### src/logic/lsu_pkg.sv
//======================================================================
// lsu package
// shared data-path types and rv32i load/store encodings used by
// every stage of the load/store path
//======================================================================

package lsu_pkg;

  //======================================================================
  // data-path types
  //======================================================================

  // one data word or one byte address
  typedef logic [31:0] word_t;

  // byte enables of a single word, bit n covers byte lane n
  typedef logic [3:0] wstrb_t;

  // one-hot access size
  // bit 0 byte, bit 1 halfword, bit 2 word, all zero means no access
  typedef logic [2:0] size_oh_t;

  // funct3 field of the instruction word
  typedef logic [2:0] funct3_t;

  //======================================================================
  // encodings
  //======================================================================

  // major opcodes, instr[6:0]
  localparam logic [6:0] OPC_LOAD  = 7'b0000011;
  localparam logic [6:0] OPC_STORE = 7'b0100011;

  // funct3 values for loads and stores
  localparam funct3_t F3_B  = 3'b000;
  localparam funct3_t F3_H  = 3'b001;
  localparam funct3_t F3_W  = 3'b010;
  // unsigned variants exist for loads only
  localparam funct3_t F3_BU = 3'b100;
  localparam funct3_t F3_HU = 3'b101;

endpackage
### src/logic/lsu_ifs.sv
//======================================================================
// lsu interfaces
// lsu_op_if carries one memory operation from stage to stage
// mem_req_if is the single port between execute and the data RAM
//======================================================================

`timescale 1ns/1ps

interface lsu_op_if;
  import lsu_pkg::*;

  // control
  logic     valid;
  logic     is_load;
  logic     is_store;
  logic     illegal;
  logic     misaligned;
  // access shape
  size_oh_t size;
  logic     is_unsigned;
  // base value on d2x, effective address on x2r
  word_t    addr;
  word_t    imm;
  word_t    wdata;

  modport src (output valid, is_load, is_store, illegal, misaligned,
               output size, is_unsigned, addr, imm, wdata);
  modport dst (input valid, is_load, is_store, illegal, misaligned,
               input size, is_unsigned, addr, imm, wdata);
endinterface


### src/logic/lsu_decode.sv
//======================================================================
// lsu decode stage
// recognises load and store opcodes, turns funct3 into a one-hot size,
// builds the immediate and registers the operation into d2x
//======================================================================

`timescale 1ns/1ps

module lsu_decode (
  input  logic           clk_i,
  input  logic           rst_n_i,
  input  logic           valid_i,
  input  lsu_pkg::word_t instr_i,
  input  lsu_pkg::word_t rs1_i,
  input  lsu_pkg::word_t rs2_i,
  lsu_op_if.src          op_o
);
  import lsu_pkg::*;

  logic [6:0] opcode;
  funct3_t    funct3;
  size_oh_t   size;
  logic       is_unsigned;
  logic       legal_load;
  logic       legal_store;
  word_t      imm_i_type;
  word_t      imm_s_type;

  // instruction fields
  assign opcode = instr_i[6:0];
  assign funct3 = instr_i[14:12];

  // I-type for loads, S-type for stores, both sign extended
  assign imm_i_type = {{20{instr_i[31]}}, instr_i[31:20]};
  assign imm_s_type = {{20{instr_i[31]}}, instr_i[31:25], instr_i[11:7]};

  // funct3 to size and signedness, reserved codes give no size
  always_comb begin
    size        = '0;
    is_unsigned = 1'b0;
    case (funct3)
      F3_B:  size = 3'b001;
      F3_H:  size = 3'b010;
      F3_W:  size = 3'b100;
      F3_BU: begin
        size        = 3'b001;
        is_unsigned = 1'b1;
      end
      F3_HU: begin
        size        = 3'b010;
        is_unsigned = 1'b1;
      end
      default: size = '0;
    endcase
  end

  // stores have no unsigned forms
  assign legal_load  = (opcode == OPC_LOAD) && (size != '0);
  assign legal_store = (opcode == OPC_STORE) && (size != '0) && !is_unsigned;

  // misalignment needs the full address, execute decides it
  assign op_o.misaligned = 1'b0;

  // control bits, anything that is not a legal access is flagged illegal
  always_ff @(posedge clk_i or negedge rst_n_i) begin
    if (!rst_n_i) begin
      op_o.valid    <= 1'b0;
      op_o.is_load  <= 1'b0;
      op_o.is_store <= 1'b0;
      op_o.illegal  <= 1'b0;
    end else begin
      op_o.valid    <= valid_i;
      op_o.is_load  <= valid_i && legal_load;
      op_o.is_store <= valid_i && legal_store;
      op_o.illegal  <= valid_i && !(legal_load || legal_store);
    end
  end

  // payload, qualified by the control bits above
  always_ff @(posedge clk_i) begin
    op_o.size        <= (legal_load || legal_store) ? size : '0;
    op_o.is_unsigned <= is_unsigned;
    op_o.addr        <= rs1_i;
    op_o.imm         <= (opcode == OPC_STORE) ? imm_s_type : imm_i_type;
    op_o.wdata       <= rs2_i;
  end

endmodule

### src/flat_wrapper.sv
// flat-port wrapper written by rule: the top's interface ports become plain ports
module lsu_decode_flat import lsu_pkg::*;
  (clk_i, rst_n_i, valid_i, instr_i, rs1_i, rs2_i, op_o_valid, op_o_is_load, op_o_is_store, op_o_illegal, op_o_misaligned, op_o_size, op_o_is_unsigned, op_o_addr, op_o_imm, op_o_wdata);
  lsu_op_if op_o_i ();
  input  logic clk_i;
  input  logic rst_n_i;
  input  logic valid_i;
  input  lsu_pkg::word_t instr_i;
  input  lsu_pkg::word_t rs1_i;
  input  lsu_pkg::word_t rs2_i;
  output wire logic [$bits(op_o_i.valid)-1:0] op_o_valid;
  output wire logic [$bits(op_o_i.is_load)-1:0] op_o_is_load;
  output wire logic [$bits(op_o_i.is_store)-1:0] op_o_is_store;
  output wire logic [$bits(op_o_i.illegal)-1:0] op_o_illegal;
  output wire logic [$bits(op_o_i.misaligned)-1:0] op_o_misaligned;
  output wire logic [$bits(op_o_i.size)-1:0] op_o_size;
  output wire logic [$bits(op_o_i.is_unsigned)-1:0] op_o_is_unsigned;
  output wire logic [$bits(op_o_i.addr)-1:0] op_o_addr;
  output wire logic [$bits(op_o_i.imm)-1:0] op_o_imm;
  output wire logic [$bits(op_o_i.wdata)-1:0] op_o_wdata;
  assign op_o_valid = op_o_i.valid;
  assign op_o_is_load = op_o_i.is_load;
  assign op_o_is_store = op_o_i.is_store;
  assign op_o_illegal = op_o_i.illegal;
  assign op_o_misaligned = op_o_i.misaligned;
  assign op_o_size = op_o_i.size;
  assign op_o_is_unsigned = op_o_i.is_unsigned;
  assign op_o_addr = op_o_i.addr;
  assign op_o_imm = op_o_i.imm;
  assign op_o_wdata = op_o_i.wdata;
  lsu_decode u_core (.clk_i(clk_i), .rst_n_i(rst_n_i), .valid_i(valid_i), .instr_i(instr_i), .rs1_i(rs1_i), .rs2_i(rs2_i), .op_o(op_o_i));
endmodule
### config.mk
export PLATFORM = sky130hd
export DESIGN_NAME = lsu_decode_flat
export DESIGN_NICKNAME = d
export VERILOG_FILES = /design/src/logic/lsu_pkg.sv /design/src/logic/lsu_ifs.sv /design/src/logic/lsu_decode.sv /design/src/flat_wrapper.sv
export SDC_FILE = /design/constraint.sdc
export NUM_CORES = 1
export LEC_CHECK = 0
export ABC_AREA = 1
export ABC_CLOCK_PERIOD_IN_PS = 1700
export BUFFER_PORTS_ARGS = -buffer_cell sky130_fd_sc_hd__buf_4
export CORE_AREA = 2 2 78 80
export CTS_BUF_LIST = sky130_fd_sc_hd__clkbuf_4 sky130_fd_sc_hd__clkbuf_8 sky130_fd_sc_hd__clkbuf_16
export DETAILED_ROUTE_END_ITERATION = 10
export DIE_AREA = 0 0 80 82
export MAX_ROUTING_LAYER = met4
export PLACE_DENSITY = 0.81
export SLEW_MARGIN = 20
export SYNTH_ARGS = -nofsm -noshare
export SYNTH_HDL_FRONTEND = slang
export SYNTH_SLANG_ARGS = --single-unit
### constraint.sdc
create_clock -name clk_i -period 1.7 [get_ports clk_i]
set_clock_uncertainty 0.1 [all_clocks]
set_input_delay 0.34 -clock clk_i [delete_from_list [all_inputs] [get_ports clk_i]]
set_output_delay 0.34 -clock clk_i [all_outputs]
set_load 0.05 [all_outputs]
Word level (Yosys, flattened, before mapping)
Index checks and enable logic that the tools add are counted.
{ "word_totals": {"output_inout_bits": 105, "inputBits": 99, "word_cells": 32, "reg_bits": 84} }
{ "classes": {"n_mux": 3, "n_eq_ne": 6, "n_reduce_logical": 14} }
{ "op_table": {"columns": ["operator", "n"], "rows": [
  ["$pmux 3 s3", 1],
  ["$eq 7x2->1 const B", 1],
  ["$eq 7x6->1 const B", 1],
  ["$eq 3x3->1 const B", 2],
  ["$logic_and 1x1->1", 6],
  ["$reduce_or 2->1", 3],
  ["$mux 5", 1],
  ["$eq 3x1->1 const B", 1],
  ["$eq 3x2->1 const B", 1],
  ["$logic_not 3->1", 1],
  ["$reduce_bool 3->1", 1],
  ["$logic_not 1->1", 2],
  ["$logic_or 1x1->1", 1],
  ["$mux 1", 1]
]} }

Longest topological paths before layout
{ "depth": {"depth_word": 9, "mapped_depth": 7, "ltp_nobuf": 7} }

Worst setup path after synthesis
Ideal clock, no wire load.
{ "synth_path": {"path_type": "reg2out", "startpoint": "register, netlist name u_core.op_o.imm[11]", "endpoint": "output op_o_imm[12]", "path_slack_ns": 0.012, "stages_incl_launch_ff": 2, "t_arrival_ns": 1.248, "cell_sequence": "dfxtp_1 > buf_4"} }
{ "synth_rtl": {"columns": ["element", "line_no", "text"], "rows": [
  ["to (decl)", "flat_wrapper.sv:19", "output wire logic [$bits(op_o_i.imm)-1:0] op_o_imm;"]
]} }
No word-level cell between the ends.

Worst setup path after layout
{ "layout_path": {"startpoint": "register, netlist name u_core.op_o.imm[11]", "endpoint": "output op_o_imm[12]"} }
No word-level cell between the ends.

==> impl.org <==
** Outcome
- Result of the run :: finished, final reports clean

** Route
- The pre-antenna-repair detailed-routing pass consisted of 2 iterations.
- Post-DR vias/cell :: 3.94
- Total Wirelength :: 6710 um
- WL/cell :: 13.8 um
- In this run, the number of DRC markers left after iteration 0 of detailed routing was 29.
- In this run the remaining antenna-violating nets after routing total 0.
- The final route contains 1918 vias.
- Number of design rule violations left after detail routing :: 0

** Floorplanning
- Count of boundary I/O pins :: 204
- In this run the horizontal extent of the chip is 80 um.
- The floorplan has 28 rows.
- The initial utilization of the core area, before any placement, comes to 0.361.
- Core region area :: 5750 um^2
- The die is 82 um tall.
- Die area :: 6560 um^2

** Setup path
- The worst setup path is of the flip-flop to primary output kind.
- Tracing the worst setup path back leads to its startpoint at u_core.op_o.imm[11].
- Following the worst setup path forward leads to its endpoint at op_o_imm[12].
- Required arrival time at the worst endpoint :: 1.26 ns
- STA puts the critical path data arrival time at 1.10 ns.
- Largest fanout of any net on the critical path :: 21
- Kind of capture point of the worst setup path :: primary output
- Critical path launch point type :: flip-flop

** Power
- Pwr per Cell Area :: 1050 nW/um^2
- The share of total power dissipated in combinational logic is 0.212.
- Proportion of power drawn by the clock network :: 0.337
- Across the VDD grid, the largest voltage drop is 745 uV.
- Leakage power :: 2.23 nW
- Of the total power, the share spent switching nets is 0.278.
- Internal power comes to 3.36 mW.
- For this design the total switching power over the nets is 1.29 mW.
- The share of total power dissipated in sequential elements is 0.451.

** Timing
- Highest Clock Rate :: 650 MHz
- Total negative setup slack :: 0 ns
- Final hold slack :: 0.0185 ns
- The number of pins exceeding their max-slew limit in the final report came to 0.
- The final number of hold-violating endpoints was 0.
- Of the available clock period, the critical path in the final layout requires 0.904.
- Worst path setup slack after routing :: 0.162 ns
- The smallest clock period supported by the final layout is computed as 1.54 ns.
- Setup repair after global routing left no endpoint under its margin.
- Count of final setup violators :: 0

** Worst hold path
- Tightest Hold Check Type :: primary input to flip-flop

** Clock tree
- TritonCTS built the clock tree.
- Total setup buffers inserted after CTS :: 0
- Clk slew on worst S/H paths :: 0.07 ns
- Maximum level of the CTS H-tree :: 3
- Number of buffers created by CTS :: 9
- Counting every sink on the clock net gives 84.
- Bufs on Longest Clock Path :: 2
- The tree is rooted in a sky130_fd_sc_hd__clkbuf_8.

** Logic synthesis
- Among all flip-flop cells after synthesis, the most frequent one is sky130_fd_sc_hd__dfxtp_1.
- Number of enable flip-flop cells after synthesis :: 0
- Yosys top cell area share :: 0.771
- The share of the Yosys chip area taken by registers is 0.819.
- Library cells used by synthesis :: 16
- Synthesis produced a netlist with a net count of 249.
- Cell types occupying the most area after synthesis :: sky130_fd_sc_hd__dfxtp_1, sky130_fd_sc_hd__buf_4, sky130_fd_sc_hd__dfrtp_1, sky130_fd_sc_hd__nand2_1, sky130_fd_sc_hd__inv_1
- In this run the mean area of a mapped cell was 13.8 um^2.
- Fraction of synthesis flops using an asynchronous set or reset pin :: 0.0476
- Post-synthesis register bit count :: 84
- For this run, the number of Yosys warnings is 0.
- Cell area after synthesis :: 2080 um^2
- Cell type with the highest aggregate area in the netlist :: sky130_fd_sc_hd__dfxtp_1
- Synthesis produced a netlist whose cell count is 150.

** Global route
- The total overflow left after global routing is 0.
- The number of antenna violations at the first check in global routing was 0.
- GRT Overall Usage :: 0.189
- The first global-routing pass estimated 8780 um of wire.
- The number of global-route vias before repair came to 1872.
- Entering global routing, the biggest net connects 22 pins.

** Layout
- Count of nets after finishing :: 506
- The number of antenna diodes in the final layout is 0.
- Leaving out filler cells and counting taps, the final layout contains 487.
- Signed area change from the synthesized netlist to the final layout :: 113%
- In the final layout, the share of cells above drive strength 1 is 0.536.
- In the layout the commonest cells are sky130_fd_sc_hd__buf_4, sky130_fd_sc_hd__dfxtp_1, sky130_fd_sc_hd__dlygate4sd3_1.
- Finished Cell Area :: 4420 um^2
- Most common cell after layout, fill and taps aside :: sky130_fd_sc_hd__buf_4

** Placed design
- Detailed-placement wirelength estimate :: 4470 um
- After detailed placement, the design holds a cell count of 402.
- Timing analysis after detailed placement gives a worst setup slack of 0.417 ns.
- Weighted congestion at the end of routability-driven global placement :: 0.729
- The placed instances occupy a cell area of 3500 um^2.
- Port buffering added 197 buffers.

** Job
- Across the run, the number of max-cap violations was 0.
==> logic make-up after synthesis <==
group | Yosys count | share of synthesized area
DFF | 84 | 0.819
and+or+nand+nor | 33 | 0.0789
buffers and inverters | 28 | 0.0886
AOI/OAI and AO/OA | 4 | 0.0114
other | 1 | 0.00181
==> per-layer routing <==
metal | up-vias | wire [um] | GRT usage
li1 | 946 | - | -
met2 | 112 | 4000 | 0.370
met3 | 7 | 489 | 0.0495
met5 | - | 0 | -
met1 | 853 | 2130 | 0.172
met4 | 0 | 98 | 0.0780
==> power groups by stage <==
stage / Clock [mW] / Sequential (mW) / Combinational (mW)
4_1_cts: 1.59 / 2.10 / 0.945
3_5_place_dp: 0 / 2.14 / 0.853
5_1_grt: 1.69 / 2.11 / 1.02
6_report: 1.57 / 2.10 / 0.986
3_3_place_gp: 0 / 2.14 / 0.841
2_1_floorplan: 0 / 2.50 / 0.153
==> Yosys cell counts (2+ instances only) <==
master	count
sky130_fd_sc_hd__dfxtp_1	80
sky130_fd_sc_hd__buf_4	21
sky130_fd_sc_hd__nand2_1	21
sky130_fd_sc_hd__inv_1	6
sky130_fd_sc_hd__nor2_1	5
sky130_fd_sc_hd__dfrtp_1	4
sky130_fd_sc_hd__a21oi_1	3
sky130_fd_sc_hd__nand2_2	2
==> critical path, stage by stage (launching register included) <==
cell and delay (ns):
sky130_fd_sc_hd__dfxtp_1 0.32, sky130_fd_sc_hd__buf_4 0.21, sky130_fd_sc_hd__buf_4 0.24
==> registers in the layout (all words and copies together) (netlist names) <==
| name | flops |
|---|---|
| u_core.op_o.addr | 32 |
| u_core.op_o.is_load | 1 |
| u_core.op_o.illegal | 1 |
| u_core.op_o.is_unsigned | 1 |
| u_core.op_o.valid | 1 |
| u_core.op_o.wdata | 32 |
| u_core.op_o.size | 3 |
| u_core.op_o.is_store | 1 |
| u_core.op_o.imm | 12 |
==> repair_timing <==
action	in CTS	in global routing
resized for setup	0	0
setup endpoints to repair	0	0
hold endpoints to repair	52	20
hold buffers	49	20
==> per-stage QoR <==
stage	total power, mW	utilization
CTS	4.64	0.734
global route	4.82	0.769
global placement	2.98	0.609
detailed placement	3.00	0.609
finish	4.65	0.769
floorplan	2.65	-
==> how the worst min path moves through the flow <==
stage | end | slack [ns] | cells after the start | start
2_1_floorplan | u_core.op_o.illegal | -0.06 | 0 | rst_n_i
3_5_place_dp | u_core.op_o.valid | 0.04 | 1 | rst_n_i
5_1_grt | u_core.op_o.wdata[16] | 0.0005 | 1 | rs2_i[16]
3_3_place_gp | u_core.op_o.valid | 0.03 | 1 | rst_n_i
4_1_cts | u_core.op_o.imm[5] | 0.00009 | 1 | instr_i[25]
6_report | u_core.op_o.wdata[16] | 0.02 | 1 | rs2_i[16]
==> cell type report <==
type / count / area, um^2
Clock buffer: 11 / 145
Clock inverter: 5 / 83.8
Fill cell: 377 / 1330
Inverter: 7 / 26.3
Multi-Input combinational cell: 38 / 191
Sequential cell: 84 / 1700
Tap cell: 75 / 93.8
Timing Repair Buffer: 267 / 2180
No activity file was read; power rests on OpenSTA's default activity.
