`config.mk`:
```
export PLATFORM = sky130hd
export DESIGN_NAME = lsu_result_flat
export DESIGN_NICKNAME = d
export VERILOG_FILES = /design/src/logic/lsu_pkg.sv /design/src/logic/lsu_ifs.sv /design/src/logic/lsu_result.sv /design/src/flat_wrapper.sv
export SDC_FILE = /design/constraint.sdc
export NUM_CORES = 1
export LEC_CHECK = 0
export BUFFER_PORTS_ARGS = -buffer_cell sky130_fd_sc_hd__buf_2
export CELL_PAD_IN_SITES_DETAIL_PLACEMENT = 1
export CELL_PAD_IN_SITES_GLOBAL_PLACEMENT = 2
export CORE_MARGIN = 4
export CORE_UTILIZATION = 16
export CTS_CLUSTER_SIZE = 28
export DETAILED_ROUTE_END_ITERATION = 10
export PLACE_DENSITY = 0.72
export SETUP_SLACK_MARGIN = 0.05
export SKIP_CTS_REPAIR_TIMING = 1
export SLEW_MARGIN = 20
export SYNTH_ARGS = -nofsm -noshare
export SYNTH_HDL_FRONTEND = slang
export SYNTH_SLANG_ARGS = --single-unit
```
`constraint.sdc`:
```
create_clock -name clk_i -period 0.8 [get_ports clk_i]
set_input_delay 0.16 -clock clk_i [delete_from_list [all_inputs] [get_ports clk_i]]
set_output_delay 0.16 -clock clk_i [all_outputs]
set_load 0.02 [all_outputs]
```
`src/logic/lsu_pkg.sv`:
```
//======================================================================
// lsu package
// shared data-path types and rv32i load/store encodings used by
// every stage of the load/store path
//======================================================================

package lsu_pkg;

  //======================================================================
  // data-path types
  //======================================================================

  // one data word or one byte address
  typedef logic [31:0] word_t;

  // byte enables of a single word, bit n covers byte lane n
  typedef logic [3:0] wstrb_t;

  // one-hot access size
  // bit 0 byte, bit 1 halfword, bit 2 word, all zero means no access
  typedef logic [2:0] size_oh_t;

  // funct3 field of the instruction word
  typedef logic [2:0] funct3_t;

  //======================================================================
  // encodings
  //======================================================================

  // major opcodes, instr[6:0]
  localparam logic [6:0] OPC_LOAD  = 7'b0000011;
  localparam logic [6:0] OPC_STORE = 7'b0100011;

  // funct3 values for loads and stores
  localparam funct3_t F3_B  = 3'b000;
  localparam funct3_t F3_H  = 3'b001;
  localparam funct3_t F3_W  = 3'b010;
  // unsigned variants exist for loads only
  localparam funct3_t F3_BU = 3'b100;
  localparam funct3_t F3_HU = 3'b101;

endpackage
```
`src/logic/lsu_ifs.sv`:
```
//======================================================================
// lsu interfaces
// lsu_op_if carries one memory operation from stage to stage
// mem_req_if is the single port between execute and the data RAM
//======================================================================

`timescale 1ns/1ps

interface lsu_op_if;
  import lsu_pkg::*;

  // control
  logic     valid;
  logic     is_load;
  logic     is_store;
  logic     illegal;
  logic     misaligned;
  // access shape
  size_oh_t size;
  logic     is_unsigned;
  // base value on d2x, effective address on x2r
  word_t    addr;
  word_t    imm;
  word_t    wdata;

  modport src (output valid, is_load, is_store, illegal, misaligned,
               output size, is_unsigned, addr, imm, wdata);
  modport dst (input valid, is_load, is_store, illegal, misaligned,
               input size, is_unsigned, addr, imm, wdata);
endinterface


```
`src/logic/lsu_result.sv`:
```
//======================================================================
// lsu result stage
// picks the loaded lane out of the read word, extends it and reports
// completion and exceptions
//======================================================================

`timescale 1ns/1ps

module lsu_result (
  input  logic           clk_i,
  input  logic           rst_n_i,
  lsu_op_if.dst          op_i,
  input  lsu_pkg::word_t rdata_i,
  output logic           done_o,
  output logic           misaligned_o,
  output logic           illegal_o,
  output lsu_pkg::word_t load_data_o
);
  import lsu_pkg::*;

  word_t       shifted;
  logic [7:0]  byte_sel;
  logic [15:0] half_sel;
  word_t       extended;
  logic        load_ok;

  // move the addressed lane down to bit 0
  assign shifted  = rdata_i >> {op_i.addr[1:0], 3'b000};
  assign byte_sel = shifted[7:0];
  assign half_sel = shifted[15:0];

  // sign or zero extension by size
  always_comb begin
    extended = '0;
    if (op_i.size[0]) begin
      extended = op_i.is_unsigned ? {24'h000000, byte_sel}
                                  : {{24{byte_sel[7]}}, byte_sel};
    end else if (op_i.size[1]) begin
      extended = op_i.is_unsigned ? {16'h0000, half_sel}
                                  : {{16{half_sel[15]}}, half_sel};
    end else if (op_i.size[2]) begin
      extended = rdata_i;
    end
  end

  // data is only returned for a clean load
  assign load_ok = op_i.valid && op_i.is_load && !op_i.misaligned && !op_i.illegal;

  //======================================================================
  // output register
  //======================================================================

  always_ff @(posedge clk_i or negedge rst_n_i) begin
    if (!rst_n_i) begin
      done_o       <= 1'b0;
      misaligned_o <= 1'b0;
      illegal_o    <= 1'b0;
      load_data_o  <= '0;
    end else begin
      // every valid op completes, exceptions included
      done_o       <= op_i.valid;
      misaligned_o <= op_i.valid && op_i.misaligned;
      illegal_o    <= op_i.valid && op_i.illegal;
      load_data_o  <= load_ok ? extended : '0;
    end
  end

endmodule

```
`src/flat_wrapper.sv`:
```
// flat-port wrapper written by rule: the top's interface ports become plain ports
module lsu_result_flat import lsu_pkg::*;
  (clk_i, rst_n_i, rdata_i, done_o, misaligned_o, illegal_o, load_data_o, op_i_valid, op_i_is_load, op_i_is_store, op_i_illegal, op_i_misaligned, op_i_size, op_i_is_unsigned, op_i_addr, op_i_imm, op_i_wdata);
  lsu_op_if op_i_i ();
  input  logic clk_i;
  input  logic rst_n_i;
  input  lsu_pkg::word_t rdata_i;
  output logic done_o;
  output logic misaligned_o;
  output logic illegal_o;
  output lsu_pkg::word_t load_data_o;
  input wire logic [$bits(op_i_i.valid)-1:0] op_i_valid;
  input wire logic [$bits(op_i_i.is_load)-1:0] op_i_is_load;
  input wire logic [$bits(op_i_i.is_store)-1:0] op_i_is_store;
  input wire logic [$bits(op_i_i.illegal)-1:0] op_i_illegal;
  input wire logic [$bits(op_i_i.misaligned)-1:0] op_i_misaligned;
  input wire logic [$bits(op_i_i.size)-1:0] op_i_size;
  input wire logic [$bits(op_i_i.is_unsigned)-1:0] op_i_is_unsigned;
  input wire logic [$bits(op_i_i.addr)-1:0] op_i_addr;
  input wire logic [$bits(op_i_i.imm)-1:0] op_i_imm;
  input wire logic [$bits(op_i_i.wdata)-1:0] op_i_wdata;
  assign op_i_i.valid = op_i_valid;
  assign op_i_i.is_load = op_i_is_load;
  assign op_i_i.is_store = op_i_is_store;
  assign op_i_i.illegal = op_i_illegal;
  assign op_i_i.misaligned = op_i_misaligned;
  assign op_i_i.size = op_i_size;
  assign op_i_i.is_unsigned = op_i_is_unsigned;
  assign op_i_i.addr = op_i_addr;
  assign op_i_i.imm = op_i_imm;
  assign op_i_i.wdata = op_i_wdata;
  lsu_result u_core (.clk_i(clk_i), .rst_n_i(rst_n_i), .op_i(op_i_i), .rdata_i(rdata_i), .done_o(done_o), .misaligned_o(misaligned_o), .illegal_o(illegal_o), .load_data_o(load_data_o));
endmodule
```
---- Word level (Yosys, flattened, before mapping) ----
Index checks and enable logic that the tools add are counted.
storage, ports and cells
  register bits ........................... 35
  input port bits ......................... 139
  output and inout bits ................... 35
  word-level logic and storage cells ...... 18
operators by class
  shift-type cells ........................ 1
  muxes and demuxes ....................... 6
  reductions and logical operators ........ 7
operators by type and width
  operator             number
  $mux W32             6
  $shr A32 B5 Y16      1
  $logic_and A1 B1 Y1  5
  $logic_not A1 Y1     2

---- Depth between registers and ports, before layout ----
Gate-level depths: netlist (run 1).
  word-level depth ........................ 5
  depth in mapped cells ................... 6
  mapped depth without buffers ............ 4

---- Worst setup path after synthesis (run 1) ----
OpenSTA, ideal clock, no wires.
  path kind ............................... input port to flip-flop
  start point ............................. in op_i_addr[1]
  end point ............................... reg u_core.load_data_o[21]
  arrival ................................. 1306 ps
  required time ........................... 682 ps
  setup slack ............................. -624 ps
  cell stages on the path ................. 6
  path buffers ............................ 2
  cells stage by stage .................... buf_6 -> mux2_4 -> a311oi_4 -> nor4_4 -> buf_6 -> a21o_1
on the way
  word-level cells in the longest chain between the ends .. 5
ends and longest elaborated chain
  element               RTL line            RTL
  start, declared       flat_wrapper.sv:19  input wire logic [$bits(op_i_i.addr)-1:0] op_i_addr;
  $shr A32 B5 Y16 (*)   lsu_result.sv:28    assign shifted = rdata_i >> {op_i.addr[1:0], 3'b000};
  $mux W32              lsu_result.sv:39    extended = op_i.is_unsigned ? {16'h0000, half_sel}
  $mux W32              lsu_result.sv:38    end else if (op_i.size[1]) begin
  $mux W32 (*)          lsu_result.sv:35    if (op_i.size[0]) begin
  $mux W32 (*)          lsu_result.sv:64    load_data_o <= load_ok ? extended : '0;
  end signal, assigned  lsu_result.sv:64
  end, declared         lsu_result.sv:17    output lsu_pkg::word_t load_data_o
Every way passes the cells marked *; elsewhere a longest branch is shown, timed or not.

---- Worst setup path after layout (run 1) ----
  start point ............................. in op_i_addr[1]
  end point ............................... reg u_core.load_data_o[9]
Same word-level chain as after synthesis.

==> results.ini, run 1 <==
[clock_tree]
htree_levels=2
cts_tree=yes
cts_inserted_buffers=5
clockBufferDepth=2
clock-root-buffer=clkbuf_16
clk_pin_slew_worst_paths_ns=0.05
cts.sinks=35

[timing]
final_hold_viol_count=0
finalWorstSetupSlack_ns=-0.415
fin_crit_ns=1.21
drv_slew=0
grt_setup_unrepaired=true
relSlewSlack=0.748
setup_viol=67
period_share=1.52
max_freq_mhz=823
worstMarginPinSlew_ns=0.375

[layout]
nNetsFinal=427
areaGrowthSynthToFinish_pct=73.8
drive_above_1_share=0.497
num_antenna_cells=0
final_cells=428
fin_area_um2=3130

[status]
violations=negative setup slack
status=finished with violations

[route]
drt-initial-drc-count=35
totalWireLength_mm=7.10
drtAntennaViolNets=0
drc_errors=0
vias_per_cell=4.18
firstDrtPassIters=4
wire_per_inst_um=16.6
num_vias=1790

[min_path]
hp-class=in -> reg

[yosys]
yosysSeqAreaShare=0.486
yosys_warnings=0
postSynthCellCount=172
yosysUniqueCellTypes=29
synth_seq_cells=35
avgSynthCellArea_um2=10.5
synth_nets=311
syn_area_um2=1800

[critical_path]
critical_path_peak_fanout=8
critPathKind=in -> reg
arrival_ns=1.38
worstPathRequired_ns=0.96
startpoint_type=primary input
cp-end-kind=flip-flop

[global_route]
antenna_found_initial=0
grt_usage=0.106
grt_max_degree=19
grt_overflow=0
grt_first_pass_wirelength_mm=10.4
grt_pass1_vias=1917

[place]
dpl.hpwl_mm=5.65
placed_area_um2=2590
port_buffers=78
place.gp.congestion=0.791
dp.cells=413
place_ws_ns=-0.968

[pwr]
power.leakage_nw=1.69
power_mw=4.88
p_per_area_nw_per_um2=1560
ir_drop_mv=0.606

[floorplan]
ios=174
dieArea_um2=13000
die_h_um=114
die_x_um=114
core_um2=10900
start_util=0.165
rows=38

[flow_run]
cap_viol_max_count=0

==> stage by stage <==
step	util	setup TNS, ns	hold WS (ns)
after global routing	0.286	-17.73	0.0947
after CTS	0.251	-22.16	-0.260
final	0.286	-15.60	0.0956
after detailed placement	0.237	-25.49	0.0386
after global placement	0.237	-23.86	0.0372
after floorplan	-	-14.41	-0.136
==> worst max-delay path, stage by stage <==
cell	delay (ns)
buf_8	0.10
buf_6	0.10
mux2_4	0.31
mux2i_1	0.16
buf_4	0.15
nor4b_4	0.04
buf_6	0.14
a31o_2	0.21
==> power by group <==
part | switching (mW) | leakage, nW | internal (mW)
sequential | 0.0195 | 0.482 | 1.81
combinational | 0.454 | 1.14 | 0.454
clock | 0.694 | 0.0769 | 1.45
==> cells by family (layout without fill, tap and decap cells) <==
logic type,Yosys count,count (layout),share of synthesized area
compound gates,51,51,0.215
xor+xnor,1,1,0.00487
buf+inv,15,131,0.0431
flops,35,35,0.486
mux,17,17,0.0980
simple gates,53,53,0.152
==> layer usage <==
metal	up-vias	share of wire	track usage
met5	-	0	0
met4	0	0.0076	0.0277
met3	5	0.060	0.0285
met2	51	0.52	0.189
met1	889	0.41	0.127
li1	845	-	-
==> cells in the final DEF (no fill, tap or decap), drive strengths merged, types with 6 or more instances in the layout <==
cell type / instances
mux2i: 15
o211ai: 7
buf: 120
dfrtp: 35
a21o: 24
a21oi: 8
clkbuf: 6
nor2: 6
a31o: 7
nand2: 23
nand3: 16
==> path summary, 6_finish.rpt <==
check	from	end	slack, ns	cells past startpoint
setup / recovery	op_i_addr[1]	u_core.load_data_o[9]	-0.41	8
max in group asynchronous	rst_n_i	u_core.load_data_o[18]	0.09	3
hold / removal	rdata_i[27]	u_core.load_data_o[27]	0.1	2
min in group asynchronous	rst_n_i	u_core.load_data_o[13]	0.31	2
==> synth_stat cells (all sizes together) <==
library cell	instances	area (um2)
nor2	6	25.0
dfrtp	35	876
a31o	7	61.3
nand3	16	80.1
xor2	1	8.76
o211ai	7	52.6
a311oi	2	35.0
or2	1	6.26
o22ai	1	6.26
nor2b	3	18.8
o21ai	1	5.00
a21oi	8	40.0
o21a	1	7.51
inv	1	3.75
mux2	2	26.3
and2	2	12.5
nand2	23	86.3
nor4b	1	23.8
mux2i	15	150
a21o	24	180
nor4	1	21.3
clkbuf	5	18.8
clkinv	1	3.75
buf	8	51.3
==> sequential cells by signal (all words and copies together) (netlist names) <==
name and cells:
u_core.misaligned_o 1, u_core.done_o 1, u_core.load_data_o 32, u_core.illegal_o 1
==> layout make-up <==
| cell class | count | area [um2] |
|---|---|---|
| clock buffers | 6 | 129 |
| flip-flops and latches | 35 | 876 |
| multi-input cells | 122 | 907 |
| well taps | 140 | 175 |
| inverters | 2 | 7.51 |
| repair buffers | 122 | 1000 |
| clock inverters | 1 | 30.0 |
| fillers | 1275 | 7810 |
No activity file was read; power rests on OpenSTA's default activity.
==> run 2, diff against run 1 <==
BUFFER_PORTS_ARGS = -buffer_cell sky130_fd_sc_hd__buf_4   (was -buffer_cell sky130_fd_sc_hd__buf_2)
==> run 2 against run 1 <==
Net effect: the flow still finishes with violations (negative setup slack); total power is 3.5% lower; core utilization rose by 1.5 points; die area is the same; first-iteration DRC count rose by 23%; final area up 5.2%; wire length rose by 0.11%; worst hold slack gained 0.0020 ns; maximum frequency increased by 8.1%; clock power decreased by 13%; sequential power about the same; critical path type unchanged; largest cell class unchanged.
==> results.ini, run 2 (synthesized netlist as in run 1, its figures left out) <==
[status]
status=finished with violations  ; unchanged
violations=negative setup slack  ; unchanged

[timing]
final_hold_viol_count=0  ; unchanged
relSlewSlack=0.675  ; was 0.748
setup_viol=66  ; was 67
max_freq_mhz=890  ; was 823 MHz
finalWorstSetupSlack_ns=-0.323  ; was -0.415 ns
grt_setup_unrepaired=true  ; unchanged
drv_slew=0  ; unchanged
worstMarginPinSlew_ns=0.487  ; was 0.375 ns
period_share=1.40  ; was 1.52
fin_crit_ns=1.12  ; was 1.21 ns
setup_tns_ns=-12.38  ; was -15.60 ns

[critical_path]
slowest_delay_ns=0.31  ; about the same
cp-end-kind=flip-flop  ; unchanged
startpoint_type=primary input  ; unchanged
cp_top_family=compound AO/OA/AOI/OAI gates  ; was buffers and inverters
cp_num_buf_inv=2  ; was 4
slowest_stage=mux2_4  ; unchanged
worstPathRequired_ns=0.96  ; about the same
arrival_ns=1.29  ; was 1.38 ns
critical_path_peak_fanout=6  ; was 8
critPathKind=in -> reg  ; unchanged
path_cells=buf_8 -> mux2_4 -> a311oi_4 -> nor4_4 -> buf_4 -> a21o_1  ; was buf_8 -> buf_6 -> mux2_4 -> mux2i_1 -> buf_4 -> nor4b_4 -> buf_6 -> a31o_2

[global_route]
grt_first_pass_wirelength_mm=10.4  ; about the same
grt_usage=0.105  ; was 0.106
grt_pass1_vias=1951  ; was 1,917
grt_max_degree=36  ; was 19
grt_overflow=0  ; unchanged
antenna_found_initial=0  ; unchanged

[pwr]
p_per_area_nw_per_um2=1430  ; was 1560 nW/um2
p_comb_frac=0.218  ; was 0.186
clock_power_share=0.395  ; was 0.440
power_mw=4.71  ; was 4.88 mW
p_sw_mw=1.22  ; was 1.17 mW
swShare=0.259  ; was 0.239
ir_drop_mv=0.636  ; was 0.606 mV
internal_power_mw=3.49  ; was 3.71 mW
power.leakage_nw=1.70  ; was 1.69 nW
p_seq_frac=0.388  ; was 0.374

[layout]
largest-register=u_core.load_data_o  ; unchanged
most-common-layout-cells=buf_4, buf_6, dfrtp_1  ; was buf_2, buf_6, buf_4, dfrtp_1, a21o_1
fillers=1248  ; was 1,275
num_antenna_cells=0  ; unchanged
areaGrowthSynthToFinish_pct=82.9  ; was 73.8%
nNetsFinal=420  ; was 427
drive_above_1_share=0.543  ; was 0.497
final_cells=422  ; was 428
layout_commonest_cell=buf_4
largest_register_ffs=32  ; unchanged

[floorplan]
start_util=0.165  ; unchanged
die_h_um=114  ; unchanged
core_um2=10900  ; unchanged
ios=174  ; unchanged
die_x_um=114  ; unchanged
dieArea_um2=13000  ; unchanged
rows=38  ; unchanged

[route]
vias_per_cell=4.17  ; was 4.18
drtAntennaViolNets=0  ; unchanged
drc_errors=0  ; unchanged
wire_per_inst_um=16.8  ; was 16.6 um
firstDrtPassIters=4  ; unchanged
totalWireLength_mm=7.10  ; about the same
num_vias=1758  ; was 1,790
drt-initial-drc-count=43  ; was 35

[place]
dp.cells=405  ; was 413
place.gp.congestion=0.789  ; was 0.791
place_ws_ns=-0.648  ; was -0.968 ns
dpl.hpwl_mm=5.44  ; was 5.65 mm
port_buffers=78  ; unchanged

[flow_run]
cap_viol_max_count=0  ; unchanged

[min_path]
min_to=u_core.load_data_o[29]  ; was u_core.load_data_o[27]
holdPathStages=2  ; unchanged
min_from=rdata_i[29]  ; was rdata_i[27]
hp-class=in -> reg  ; unchanged

[clock_tree]
cts_tree=yes  ; unchanged
clock-root-buffer=clkbuf_16  ; unchanged
cts_inserted_buffers=5  ; unchanged
clockBufferDepth=2  ; unchanged
cts.sinks=35  ; unchanged
htree_levels=2  ; unchanged
clk_pin_slew_worst_paths_ns=0.05  ; about the same

run 2: cell count changes in the layout (fill, tap and decap cells not counted), moves of 3 or more:
cell	before	now
a21oi_2	2	6
a21oi_1	6	2
mux2i_4	0	6
buf_2	41	0
buf_6	41	44
nand3_2	0	3
nand3_1	16	13
mux2i_1	15	9
buf_4	35	66
run 2: power by group through the flow:
stage | logic [mW] | registers (mW) | clock network, mW
after floorplan | 0.332 | 1.90 | 0
after global placement | 0.837 | 1.85 | 0
after detailed placement | 0.854 | 1.85 | 0
after CTS | 0.857 | 1.82 | 1.90
after global routing | 1.11 | 1.83 | 2.02
final | 1.03 | 1.83 | 1.86
run 2: metrics by stage:
step | utilization | hold WS [ns] | area (um2)
after floorplan | - | -0.136 | 1810
final | 0.301 | 0.0977 | 3290
after global routing | 0.301 | 0.102 | 3290
after detailed placement | 0.249 | 0.126 | 2730
after CTS | 0.262 | -0.165 | 2860
after global placement | 0.249 | 0.122 | 2730
run 2: cell type report:
| class | count | area, um2 | share of cell area |
|---|---|---|---|
| Tap cell | 140 | 175 | 0.0532 |
| Clock inverter | 1 | 5.00 | 0.00152 |
| Multi-Input combinational cell | 122 | 1020 | 0.310 |
| Inverter | 2 | 7.51 | 0.00228 |
| Timing Repair Buffer | 115 | 1080 | 0.327 |
| Clock buffer | 7 | 133 | 0.0403 |
| Sequential cell | 35 | 876 | 0.266 |
run 2: worst max path at each step:
| stage | to | start | cells after the start |
|---|---|---|---|
| floorplan | u_core.load_data_o[21] | op_i_addr[1] | 6 |
| global placement | u_core.load_data_o[13] | op_i_addr[1] | 6 |
| detailed placement | u_core.load_data_o[13] | op_i_addr[1] | 6 |
| CTS | u_core.load_data_o[13] | op_i_addr[1] | 6 |
| global route | u_core.load_data_o[25] | op_i_addr[1] | 7 |
| finish | u_core.load_data_o[16] | op_i_addr[1] | 6 |
run 2: per-layer routing:
metal | routed length (um) | GRT usage | share of wire | vias to the layer above
li1 | - | - | - | 831
met1 | 2890 | 0.124 | 0.41 | 866
met2 | 3710 | 0.186 | 0.52 | 58
met3 | 477 | 0.0328 | 0.067 | 3
met4 | 28 | 0.0214 | 0.0039 | 0
met5 | 0 | 0 | 0 | -
